## config.mk

```make
export PLATFORM = sky130hd
export DESIGN_NAME = life_top
export DESIGN_NICKNAME = d
export VERILOG_FILES = /design/src/design/life_pkg.sv /design/src/design/life_bus_if.sv /design/src/design/serial_loader.sv /design/src/design/board_memory.sv /design/src/design/cell_grid.sv /design/src/design/serial_unloader.sv /design/src/design/life_top.sv
export SDC_FILE = /design/constraint.sdc
export NUM_CORES = 1
export LEC_CHECK = 0
export BUFFER_PORTS_ARGS = -buffer_cell sky130_fd_sc_hd__buf_2
export CORE_UTILIZATION = 65
export DETAILED_ROUTE_END_ITERATION = 10
export PLACE_DENSITY = 0.8
export SETUP_SLACK_MARGIN = 0.2
export SYNTH_ARGS = -nofsm -noshare
export SYNTH_HDL_FRONTEND = slang
export SYNTH_SLANG_ARGS = --single-unit
```

## constraint.sdc

```tcl
create_clock -name clk -period 4.4 [get_ports clk]
set_input_delay 0.22 -clock clk [delete_from_list [all_inputs] [get_ports clk]]
set_output_delay 0.22 -clock clk [all_outputs]
set_load 0.02 [all_outputs]
```

## src/design/life_pkg.sv

```systemverilog
// Fixed 8x8 board only; cell index is row*8+col, bit 63 is row 7 col 7, no wrap at edges
`default_nettype none

package life_pkg;

    // Board geometry
    localparam int grid_width  = 8;                       // Columns per row
    localparam int grid_height = 8;                       // Rows per board
    localparam int board_size  = grid_width * grid_height; // Cells, also serial frame length

    // One bit per cell, set for a live cell
    typedef logic [board_size-1:0] board_t;

    // Operating mode, driven straight from the mode pins
    typedef enum logic [1:0] {
        mode_load   = 2'b00, // Shift seed in, one bit per clock
        mode_run    = 2'b01, // One generation per clock
        mode_output = 2'b10, // Shift board out, MSB first
        mode_stop   = 2'b11  // Hold everything
    } mode_e;

    // Serial frames are MSB first in both directions, so the
    // first bit in ends up as cell 63 after a full load

endpackage : life_pkg

`default_nettype wire

```

## src/design/life_bus_if.sv

```systemverilog
// Internal bundle only; carries no handshake, the mode pins pace every block
`timescale 1ns/100ps
`default_nettype none

interface life_bus_if import life_pkg::*; ();

    mode_e  mode;          // Current operating mode
    board_t seed_board;    // Post-shift loader value
    board_t current_board; // Generation held in memory
    board_t next_board;    // Combinational next generation

    modport top (
        output mode          // Cast from the mode pins
    );

    modport loader (
        input  mode,
        output seed_board
    );

    modport memory (
        input  mode,
        input  seed_board,
        input  next_board,
        output current_board
    );

    modport grid (
        input  current_board,
        output next_board
    );

    modport unloader (
        input mode,
        input next_board
    );

endinterface : life_bus_if

`default_nettype wire

```

## src/design/serial_loader.sv

```systemverilog
// Shifts only in load mode; seed_board already includes the current data_in bit
`timescale 1ns/100ps
`default_nettype none

module serial_loader import life_pkg::*; (
    input  logic clk,          // System clock
    input  logic rst_n,        // Async reset, active low
    input  logic data_in,      // Serial seed, MSB first
    life_bus_if.loader bus     // Mode in, seed board out
);

    board_t shift_q;           // Bits received so far

    // Value the register takes at this edge, so memory
    // sees the whole frame on the 64th load edge
    assign bus.seed_board = {shift_q[board_size-2:0], data_in};

    always_ff @(posedge clk or negedge rst_n) begin
        if (!rst_n) begin
            shift_q <= '0;                      // Empty frame
        end else if (bus.mode == mode_load) begin
            shift_q <= bus.seed_board;          // Shift left, new bit in 0
        end
    end
    // Run, output and stop leave the partial frame alone,
    // so a load can be paused with stop cycles

endmodule : serial_loader

`default_nettype wire

```

## src/design/board_memory.sv

```systemverilog
// Single board register; loads every load edge, so only the 64th load edge leaves a full seed
`timescale 1ns/100ps
`default_nettype none

module board_memory import life_pkg::*; (
    input  logic clk,          // System clock
    input  logic rst_n,        // Async reset, active low
    life_bus_if.memory bus     // Seed and next in, current out
);

    board_t board_q;           // Generation held between clocks
    board_t board_d;           // Value for the next edge

    // Source select by mode
    always_comb begin
        board_d = board_q;                          // Hold by default
        case (bus.mode)
            mode_load:   board_d = bus.seed_board;  // Partial or full seed
            mode_run:    board_d = bus.next_board;  // Advance one generation
            mode_output: board_d = board_q;         // Unloader is shifting
            mode_stop:   board_d = board_q;         // Freeze
            default:     board_d = board_q;
        endcase
    end

    always_ff @(posedge clk or negedge rst_n) begin
        if (!rst_n) begin
            board_q <= '0;     // Dead board
        end else begin
            board_q <= board_d;
        end
    end

    assign bus.current_board = board_q; // Feeds the cell grid

endmodule : board_memory

`default_nettype wire

```

## src/design/cell_grid.sv

```systemverilog
// Pure combinational rule for all cells; off-grid neighbors are dead, no wrap-around
`timescale 1ns/100ps
`default_nettype none

module cell_grid import life_pkg::*; (
    life_bus_if.grid bus       // Current board in, next board out
);

    // Board with a ring of dead cells around it
    logic [grid_height+1:0][grid_width+1:0] padded;

    always_comb begin
        padded = '0;                            // Border stays dead
        for (int r = 0; r < grid_height; r++) begin
            for (int c = 0; c < grid_width; c++) begin
                padded[r+1][c+1] = bus.current_board[r*grid_width + c];
            end
        end
    end

    for (genvar r = 0; r < grid_height; r++) begin : g_row
        for (genvar c = 0; c < grid_width; c++) begin : g_col
            logic [3:0] count;  // Live neighbors, 0 to 8
            logic       alive;  // This cell now

            // Cell (r,c) sits at padded[r+1][c+1]
            assign alive = padded[r+1][c+1];

            assign count = 4'(padded[r][c])       // Row above
                         + 4'(padded[r][c+1])
                         + 4'(padded[r][c+2])
                         + 4'(padded[r+1][c])     // Same row
                         + 4'(padded[r+1][c+2])
                         + 4'(padded[r+2][c])     // Row below
                         + 4'(padded[r+2][c+1])
                         + 4'(padded[r+2][c+2]);

            // Birth on 3, survival on 2 or 3
            assign bus.next_board[r*grid_width + c] =
                (count == 4'd3) || (alive && (count == 4'd2));
        end
    end

    // Row 0 and row 7 see a dead row beyond them, likewise
    // columns 0 and 7, so a glider into a corner just stops

endmodule : cell_grid

`default_nettype wire

```

## src/design/serial_unloader.sv

```systemverilog
// data_out is only meaningful in output mode after a run; no valid flag is given
`timescale 1ns/100ps
`default_nettype none

module serial_unloader import life_pkg::*; (
    input  logic clk,          // System clock
    input  logic rst_n,        // Async reset, active low
    life_bus_if.unloader bus,  // Mode and next board in
    output logic data_out      // Serial board, MSB first
);

    board_t out_q;             // Frame being shifted out

    always_ff @(posedge clk or negedge rst_n) begin
        if (!rst_n) begin
            out_q <= '0;                                 // data_out reads 0
        end else begin
            case (bus.mode)
                mode_load,
                mode_run: begin
                    out_q <= bus.next_board;             // Track memory's next value
                end
                mode_output: begin
                    out_q <= {out_q[board_size-2:0], 1'b0}; // Shift left, zero fill
                end
                default: begin
                    out_q <= out_q;                      // Stop holds
                end
            endcase
        end
    end

    // After a run edge memory holds generation N and so does
    // this register, since both sampled the same next_board

    assign data_out = out_q[board_size-1]; // Cell 63 leaves first

endmodule : serial_unloader

`default_nettype wire

```

## src/design/life_top.sv

```systemverilog
// Mode pins are the only control: 64 load cycles, then run, then 64 output cycles; stop anywhere
`timescale 1ns/100ps
`default_nettype none

module life_top import life_pkg::*; (
    input  logic       clk,      // System clock
    input  logic       rst_n,    // Async reset, active low
    input  logic [1:0] mode,     // 00 load, 01 run, 10 output, 11 stop
    input  logic       data_in,  // Serial seed in
    output logic       data_out  // Serial board out
);

    life_bus_if bus ();          // Shared internal bundle

    assign bus.mode = mode_e'(mode); // All four codes are defined

    // Serial to parallel seed path
    serial_loader u_loader (
        .clk     (clk),
        .rst_n   (rst_n),
        .data_in (data_in),
        .bus     (bus.loader)
    );

    // Holds the current generation
    board_memory u_memory (
        .clk   (clk),
        .rst_n (rst_n),
        .bus   (bus.memory)
    );

    // Life rule, zero cycles
    cell_grid u_grid (
        .bus (bus.grid)
    );

    // Parallel to serial result path
    serial_unloader u_unloader (
        .clk      (clk),
        .rst_n    (rst_n),
        .bus      (bus.unloader),
        .data_out (data_out)
    );

    // Loader feeds memory, memory feeds grid, grid feeds
    // both memory and unloader in a single loop

endmodule : life_top

`default_nettype wire

```

==> results.json, run 1 <==
{
  "yosys_warnings": 0,
  "routedWlPerCell_um": 17.4,
  "finalCritPeriodShare_pct": 79.8,
  "critPathKind": "flip-flop to flip-flop",
  "worst_clock_skew_ns": 0.0144,
  "cpPeakStageDelay_ns": 0.51,
  "critical-path-top-delay-family": "adder cells",
  "vias_in_the_first_global_route": 11839,
  "grt_start_max_net_pins": 132,
  "synth_area_per_cell_um2": 10.6,
  "cts_made_buffers": 17,
  "core.rowCount": 57,
  "tns_ns": 0,
  "arrival_ns": 3.88,
  "floorplan_die_height_um": 161,
  "ratio_of_cells_with_drive_above_1_in_the_final_layout_pct": 8.61,
  "slew_headroom_pct": 17.2,
  "vdd.ir_drop.worst_mv": 0.362,
  "mappedNetlistArea_um2": 16500,
  "timing.final.setup_violations": 0,
  "worstPathMaxFanout": 7,
  "worst_margin_pin_slew_ns": 1.24,
  "timing.max_cap.violations": 0,
  "viasPerCell": 5.68,
  "power.density_cell_area_nw_per_um2": 386,
  "cp_data_required_time_ns": 4.77,
  "worst_setup_hold_path_clk_slew_ns": 0.07,
  "hpwl_um": 23800,
  "syn_inst": 1548,
  "post_cts.repair.setup_buffers": 0,
  "final_core_util_pct": 70.1,
  "clock_insertion_delay_worst_skew_ns": 0.45,
  "layout_common_cells": "sky130_fd_sc_hd__inv_1 (367), sky130_fd_sc_hd__fa_1 (196), sky130_fd_sc_hd__dfrtp_1 (191)",
  "cp.buffers_inverters": 3,
  "critical_path.most_common_cell": "sky130_fd_sc_hd__fa_1",
  "grt.total_usage_pct": 27.9,
  "ys_types": 25,
  "antenna_found_initial": 0,
  "mostFrequentLayoutCell": "sky130_fd_sc_hd__inv_1",
  "fmax_ghz": 0.285,
  "floorplan.die_area_um2": 26000,
  "core_area_um2": 24600,
  "first_iter_violations": 520,
  "grt-ovfl-total": 0,
  "ys_ff_latch": 191,
  "hold_path_class": "primary input to flip-flop",
  "antennaDiodeCount": 0,
  "clock_net_sink_count": 191,
  "clk_path_buf_depth": 2,
  "antenna_left": 0,
  "layout.nets": 1890,
  "die_width_um": 161,
  "ios": 6,
  "route.final.wire_length_um": 32500,
  "gp_congestion": 0.815,
  "clk_tree_root_cell": "sky130_fd_sc_hd__clkbuf_16",
  "start_util_pct": 66.9,
  "area_growth_pct": 4.83,
  "min_period_ns": 3.51,
  "critical_path.endpoint_type": "flip-flop",
  "layout_fillers": 1792,
  "crit_path_cells": "ha_1 > inv_1 > fa_1 > fa_1 > inv_1 > fa_1 > inv_1 > fa_1 > a211o_1 > a211oi_1 > nor2_1 > a21oi_1",
  "critical_path.startpoint_type": "flip-flop",
  "portBuffers": 5,
  "total_leakage_power_nw": 8.82,
  "outcome": "complete, no violations",
  "cts_tree": "yes",
  "final-hold-violation-count": 0,
  "htree_num_levels": 4,
  "finalMaxSlewViolations": 0,
  "synth-seq-area-share_pct": 29.0,
  "first_pass_iters": 5,
  "critPathSlowestCell": "sky130_fd_sc_hd__fa_1",
  "unrepaired_setup_endpoints_after_global_routing": "no",
  "route.detailed.drc": 0,
  "detailroute.via_count": 10606,
  "synth.net_count": 1907,
  "wire_length_of_the_first_global_routing_pass_um": 57400
}
## per-stage QoR
step	cell area [µm²]	std cells	hold slack [ns]	power (mW)	setup slack [ns]
2_1_floorplan	16500	1548	-0.0756	4.30	1.32
3_3_place_gp	16600	1835	0.464	4.80	1.08
3_5_place_dp	16600	1835	0.470	4.99	0.985
4_1_cts	17300	1868	0.0203	6.70	0.883
5_1_grt	17300	1868	0.0337	7.26	0.709
6_report	17300	1868	0.0260	6.66	0.889
## layer usage
metal / part of all wire (%) / up-vias / routed length [µm] / track usage [%]
met5: 0 / - / 0 / 0
li1: - / 4991 / - / -
met3: 2.0 / 52 / 645 / 3.08
met4: 2.8 / 0 / 904 / 10.7
met2: 53 / 136 / 17300 / 50.2
met1: 42 / 5427 / 13600 / 34.5
## worst register-to-register path: cells and delay by family, from the launching register on
| kind | cells | cell delay [ns] |
|---|---|---|
| buffers and inverters | 3 | 0.23 |
| AND/OR/NAND/NOR | 1 | 0.09 |
| adder cells (fa/ha/maj) | 5 | 1.86 |
| flip-flops | 1 | 0.48 |
| AO/OA/AOI/OAI | 3 | 0.78 |
## path summary, 6_finish.rpt
| kind | cells past startpoint | slack, ns | from | endpoint |
|---|---|---|---|---|
| setup / recovery | 12 | 0.89 | u_memory.bus.current_board[2] | u_unloader.out_q[10] |
| hold / removal | 2 | 0.03 | data_in | u_loader.shift_q[0] |
| setup reg to reg | 12 | 0.89 | u_memory.bus.current_board[2] | u_unloader.out_q[10] |
| hold reg to reg | 2 | 0.50 | u_memory.bus.current_board[63] | u_memory.bus.current_board[63] |
| max in group asynchronous | 3 | 2.83 | rst_n | u_unloader.out_q[23] |
| min in group asynchronous | 2 | 0.49 | rst_n | u_unloader.out_q[59] |
## sequential cells by signal (all words and copies together), names as in the netlist
signal                      cells
u_loader.shift_q               63
u_unloader.out_q               64
u_memory.bus.current_board     64
## synthesized netlist by cell type
master                     count  area (µm²)
sky130_fd_sc_hd__ha_1        158        1980
sky130_fd_sc_hd__mux2i_1      66         661
sky130_fd_sc_hd__a211o_1      11        96.3
sky130_fd_sc_hd__a22oi_1      36         270
sky130_fd_sc_hd__nand2_1      75         282
sky130_fd_sc_hd__and2_0        1        6.26
sky130_fd_sc_hd__nor3b_1      24         180
sky130_fd_sc_hd__nand2b_1      1        6.26
sky130_fd_sc_hd__clkbuf_1     13        48.8
sky130_fd_sc_hd__nor2_1       66         248
sky130_fd_sc_hd__fa_1        196        3920
sky130_fd_sc_hd__o22ai_1      11        68.8
sky130_fd_sc_hd__inv_1       367        1380
sky130_fd_sc_hd__dfrtp_1     191        4780
sky130_fd_sc_hd__buf_4         9        67.6
sky130_fd_sc_hd__buf_6         6        67.6
sky130_fd_sc_hd__mux2_2       89        1000
sky130_fd_sc_hd__nor2_4        1        11.3
sky130_fd_sc_hd__o221ai_1     21         184
sky130_fd_sc_hd__nor2b_1       1        6.26
sky130_fd_sc_hd__a21oi_1      60         300
sky130_fd_sc_hd__buf_12        4        80.1
sky130_fd_sc_hd__o21ai_0      82         410
sky130_fd_sc_hd__a211oi_1     43         323
sky130_fd_sc_hd__buf_2        16        80.1
## where the power goes
part	internal (mW)	switching, mW
Clock	0.921	0.737
Combinational	1.18	1.53
Sequential	1.99	0.298
## cell type report
class / instances / area, µm² / area share (%)
flip-flops and latches: 191 / 4780 / 27.7
clock inverters: 14 / 184 / 1.07
repair buffers: 12 / 110 / 0.638
well taps: 324 / 405 / 2.35
multi-input cells: 942 / 9960 / 57.7
inverters: 367 / 1380 / 7.99
clock buffers: 18 / 439 / 2.55
## timing repair
item                      CTS  global route
hold endpoints to repair    2             0
gates resized for setup     0             0
hold buffers                1             0
## kinds of logic (layout without fill, tap and decap cells)
kind of cell / after synthesis / in the layout / share of synthesized area, %
simple gates: 169 / 169 / 4.49
fa+ha+maj: 354 / 354 / 35.9
mux: 155 / 155 / 10.1
buf+inv: 415 / 411 / 10.5
flops: 191 / 191 / 29.0
compound gates: 264 / 264 / 10.0
No activity file was read; power rests on OpenSTA's default activity.
==> inputs of run 2 (changes only) <==
--- a/config.mk
+++ b/config.mk
@@ -6,9 +6,9 @@
 export NUM_CORES = 1
 export LEC_CHECK = 0
 export BUFFER_PORTS_ARGS = -buffer_cell sky130_fd_sc_hd__buf_2
-export CORE_UTILIZATION = 65
+export CORE_UTILIZATION = 59
 export DETAILED_ROUTE_END_ITERATION = 10
-export PLACE_DENSITY = 0.8
+export PLACE_DENSITY = 0.77
 export SETUP_SLACK_MARGIN = 0.2
 export SYNTH_ARGS = -nofsm -noshare
 export SYNTH_HDL_FRONTEND = slang
==> constraint.sdc (replaced) <==
create_clock -name clk -period 3.2 [get_ports clk]
set_input_delay 0.16 -clock clk [delete_from_list [all_inputs] [get_ports clk]]
set_output_delay 0.16 -clock clk [all_outputs]
set_load 0.02 [all_outputs]
==> results.json, run 2 (same netlist as run 1, synthesis figures left out) <==
{
  "first_iter_violations": 571,
  "first_pass_iters": 4,
  "cp.buffers_inverters": 3,
  "unrepaired_setup_endpoints_after_global_routing": "yes",
  "portBuffers": 5,
  "floorplan_die_height_um": 169,
  "clk_tree_root_cell": "sky130_fd_sc_hd__clkbuf_16",
  "worst_margin_pin_slew_ns": 0.791,
  "antennaDiodeCount": 0,
  "cpPeakStageDelay_ns": 0.51,
  "cts_made_buffers": 17,
  "layout_common_cells": "sky130_fd_sc_hd__inv_1 (277), sky130_fd_sc_hd__buf_4 (164), sky130_fd_sc_hd__dfrtp_1 (156)",
  "slew_headroom_pct": 47.2,
  "timing.final.setup_violations": 10,
  "area_growth_pct": 18.6,
  "clock_net_sink_count": 191,
  "final.setup.worst_slack_ns": -0.175,
  "ios": 6,
  "floorplan.die_area_um2": 28600,
  "power.density_cell_area_nw_per_um2": 538,
  "final_core_util_pct": 71.9,
  "routedWlPerCell_um": 18.8,
  "cts_tree": "yes",
  "critical_path.startpoint_type": "flip-flop",
  "violated_checks": "negative setup slack",
  "clock_insertion_delay_worst_skew_ns": 0.45,
  "finalMaxSlewViolations": 0,
  "hpwl_um": 25500,
  "htree_num_levels": 4,
  "worstPathMaxFanout": 4,
  "timing.max_cap.violations": 0,
  "core_area_um2": 27200,
  "ratio_of_cells_with_drive_above_1_in_the_final_layout_pct": 33.4,
  "critPathKind": "flip-flop to flip-flop",
  "layout.nets": 2058,
  "antenna_left": 0,
  "layout_fillers": 1841,
  "finalCritPeriodShare_pct": 105,
  "critical_path.most_common_cell": "sky130_fd_sc_hd__inv_2",
  "mostFrequentLayoutCell": "sky130_fd_sc_hd__inv_1",
  "vias_in_the_first_global_route": 12693,
  "postLayoutCellArea_um2": 19500,
  "min_period_ns": 3.38,
  "pre_cts_ws_ns": -0.120,
  "grt.total_usage_pct": 28.6,
  "wire_length_of_the_first_global_routing_pass_um": 63400,
  "outcome": "finished with violations",
  "antenna_found_initial": 0,
  "critical-path-top-delay-family": "adder cells",
  "route.final.wire_length_um": 39100,
  "die_width_um": 169,
  "start_util_pct": 60.6,
  "core.rowCount": 60,
  "critPathSlowestCell": "sky130_fd_sc_hd__fa_1",
  "gp_congestion": 0.801,
  "route.detailed.drc": 0,
  "arrival_ns": 3.74,
  "worst_clock_skew_ns": 0.0124,
  "detailroute.via_count": 11803,
  "grt-ovfl-total": 0,
  "total_leakage_power_nw": 9.44,
  "final-hold-violation-count": 0,
  "viasPerCell": 5.66,
  "clk_path_buf_depth": 2,
  "hold_path_class": "primary input to flip-flop",
  "post-layout-total-power_mw": 10.5,
  "placedInstanceArea_um2": 17400,
  "vdd.ir_drop.worst_mv": 0.570,
  "worst_hold_slack_ns": 0.214,
  "crit_path_cells": "ha_4 > inv_2 > fa_1 > fa_1 > inv_2 > fa_2 > inv_2 > fa_2 > a211o_1 > a211oi_2 > nor2_1 > a21oi_1",
  "critical_path.endpoint_type": "flip-flop",
  "fmax_ghz": 0.296,
  "grt_start_max_net_pins": 99,
  "worst_setup_hold_path_clk_slew_ns": 0.08,
  "cp_data_required_time_ns": 3.57
}
==> run 2: worst register-to-register path, cell delays in order (launching register included) <==
cell and delay [ns]:
sky130_fd_sc_hd__dfrtp_2 0.46, sky130_fd_sc_hd__ha_4 0.28, sky130_fd_sc_hd__inv_2 0.03, sky130_fd_sc_hd__fa_1 0.51
sky130_fd_sc_hd__fa_1 0.47, sky130_fd_sc_hd__inv_2 0.10, sky130_fd_sc_hd__fa_2 0.21, sky130_fd_sc_hd__inv_2 0.04
sky130_fd_sc_hd__fa_2 0.35, sky130_fd_sc_hd__a211o_1 0.28, sky130_fd_sc_hd__a211oi_2 0.27, sky130_fd_sc_hd__nor2_1 0.10
sky130_fd_sc_hd__a21oi_1 0.18
==> run 2: through the flow <==
stage          cells  TNS (ns)
2_1_floorplan   1548         0
3_3_place_gp    1961         0
3_5_place_dp    1961    -0.256
4_1_cts         2052   -0.0361
5_1_grt         2084     -3.23
6_report        2084    -0.847
==> run 2: power by group <==
| part | internal (mW) | switching (mW) | total, mW | leakage [nW] |
|---|---|---|---|---|
| Clock | 1.04 | 1.09 | 2.13 | 0.275 |
| Combinational | 2.42 | 2.85 | 5.27 | 6.65 |
| Sequential | 2.75 | 0.353 | 3.10 | 2.51 |
| Total | 6.21 | 4.30 | 10.5 | 9.44 |
==> run 2: final timing paths <==
path                                                startpoint  slack (ns)                              to  depth (start not counted)
min in group asynchronous                                rst_n        0.29  u_memory.bus.current_board[56]                          2
worst min register to register  u_memory.bus.current_board[63]        0.49  u_memory.bus.current_board[63]                          2
worst max-delay path             u_memory.bus.current_board[2]       -0.18            u_unloader.out_q[11]                         12
worst min-delay path                                   mode[1]        0.21            u_unloader.out_q[35]                          3
max in group asynchronous                                rst_n        1.91  u_memory.bus.current_board[61]                          3
worst max register to register   u_memory.bus.current_board[2]       -0.18            u_unloader.out_q[11]                         12
==> run 2: area by class of cell <==
cell class | count | area [µm²] | area share, %
repair buffers | 180 | 1430 | 7.30
multi-input cells | 942 | 10800 | 55.4
clock inverters | 15 | 154 | 0.788
inverters | 367 | 1410 | 7.20
flip-flops and latches | 191 | 4820 | 24.7
well taps | 372 | 465 | 2.38
clock buffers | 17 | 425 | 2.18
==> run 2: repair_timing <==
action                     in CTS  in global routing
gates resized for setup       172                 65
gates cloned                    0                  0
hold endpoints to repair       67                  0
pin swaps                      57                 48
setup endpoints to repair      72                 73
hold buffers                    2                  0
setup buffers                  57                 32
==> run 2: layer usage <==
metal	global-route usage, %	share of wire [%]	vias up
met2	52.0	54	281
met5	0	0	-
li1	-	-	5327
met4	13.2	4.7	0
met1	33.5	38	6064
met3	3.93	3.0	131
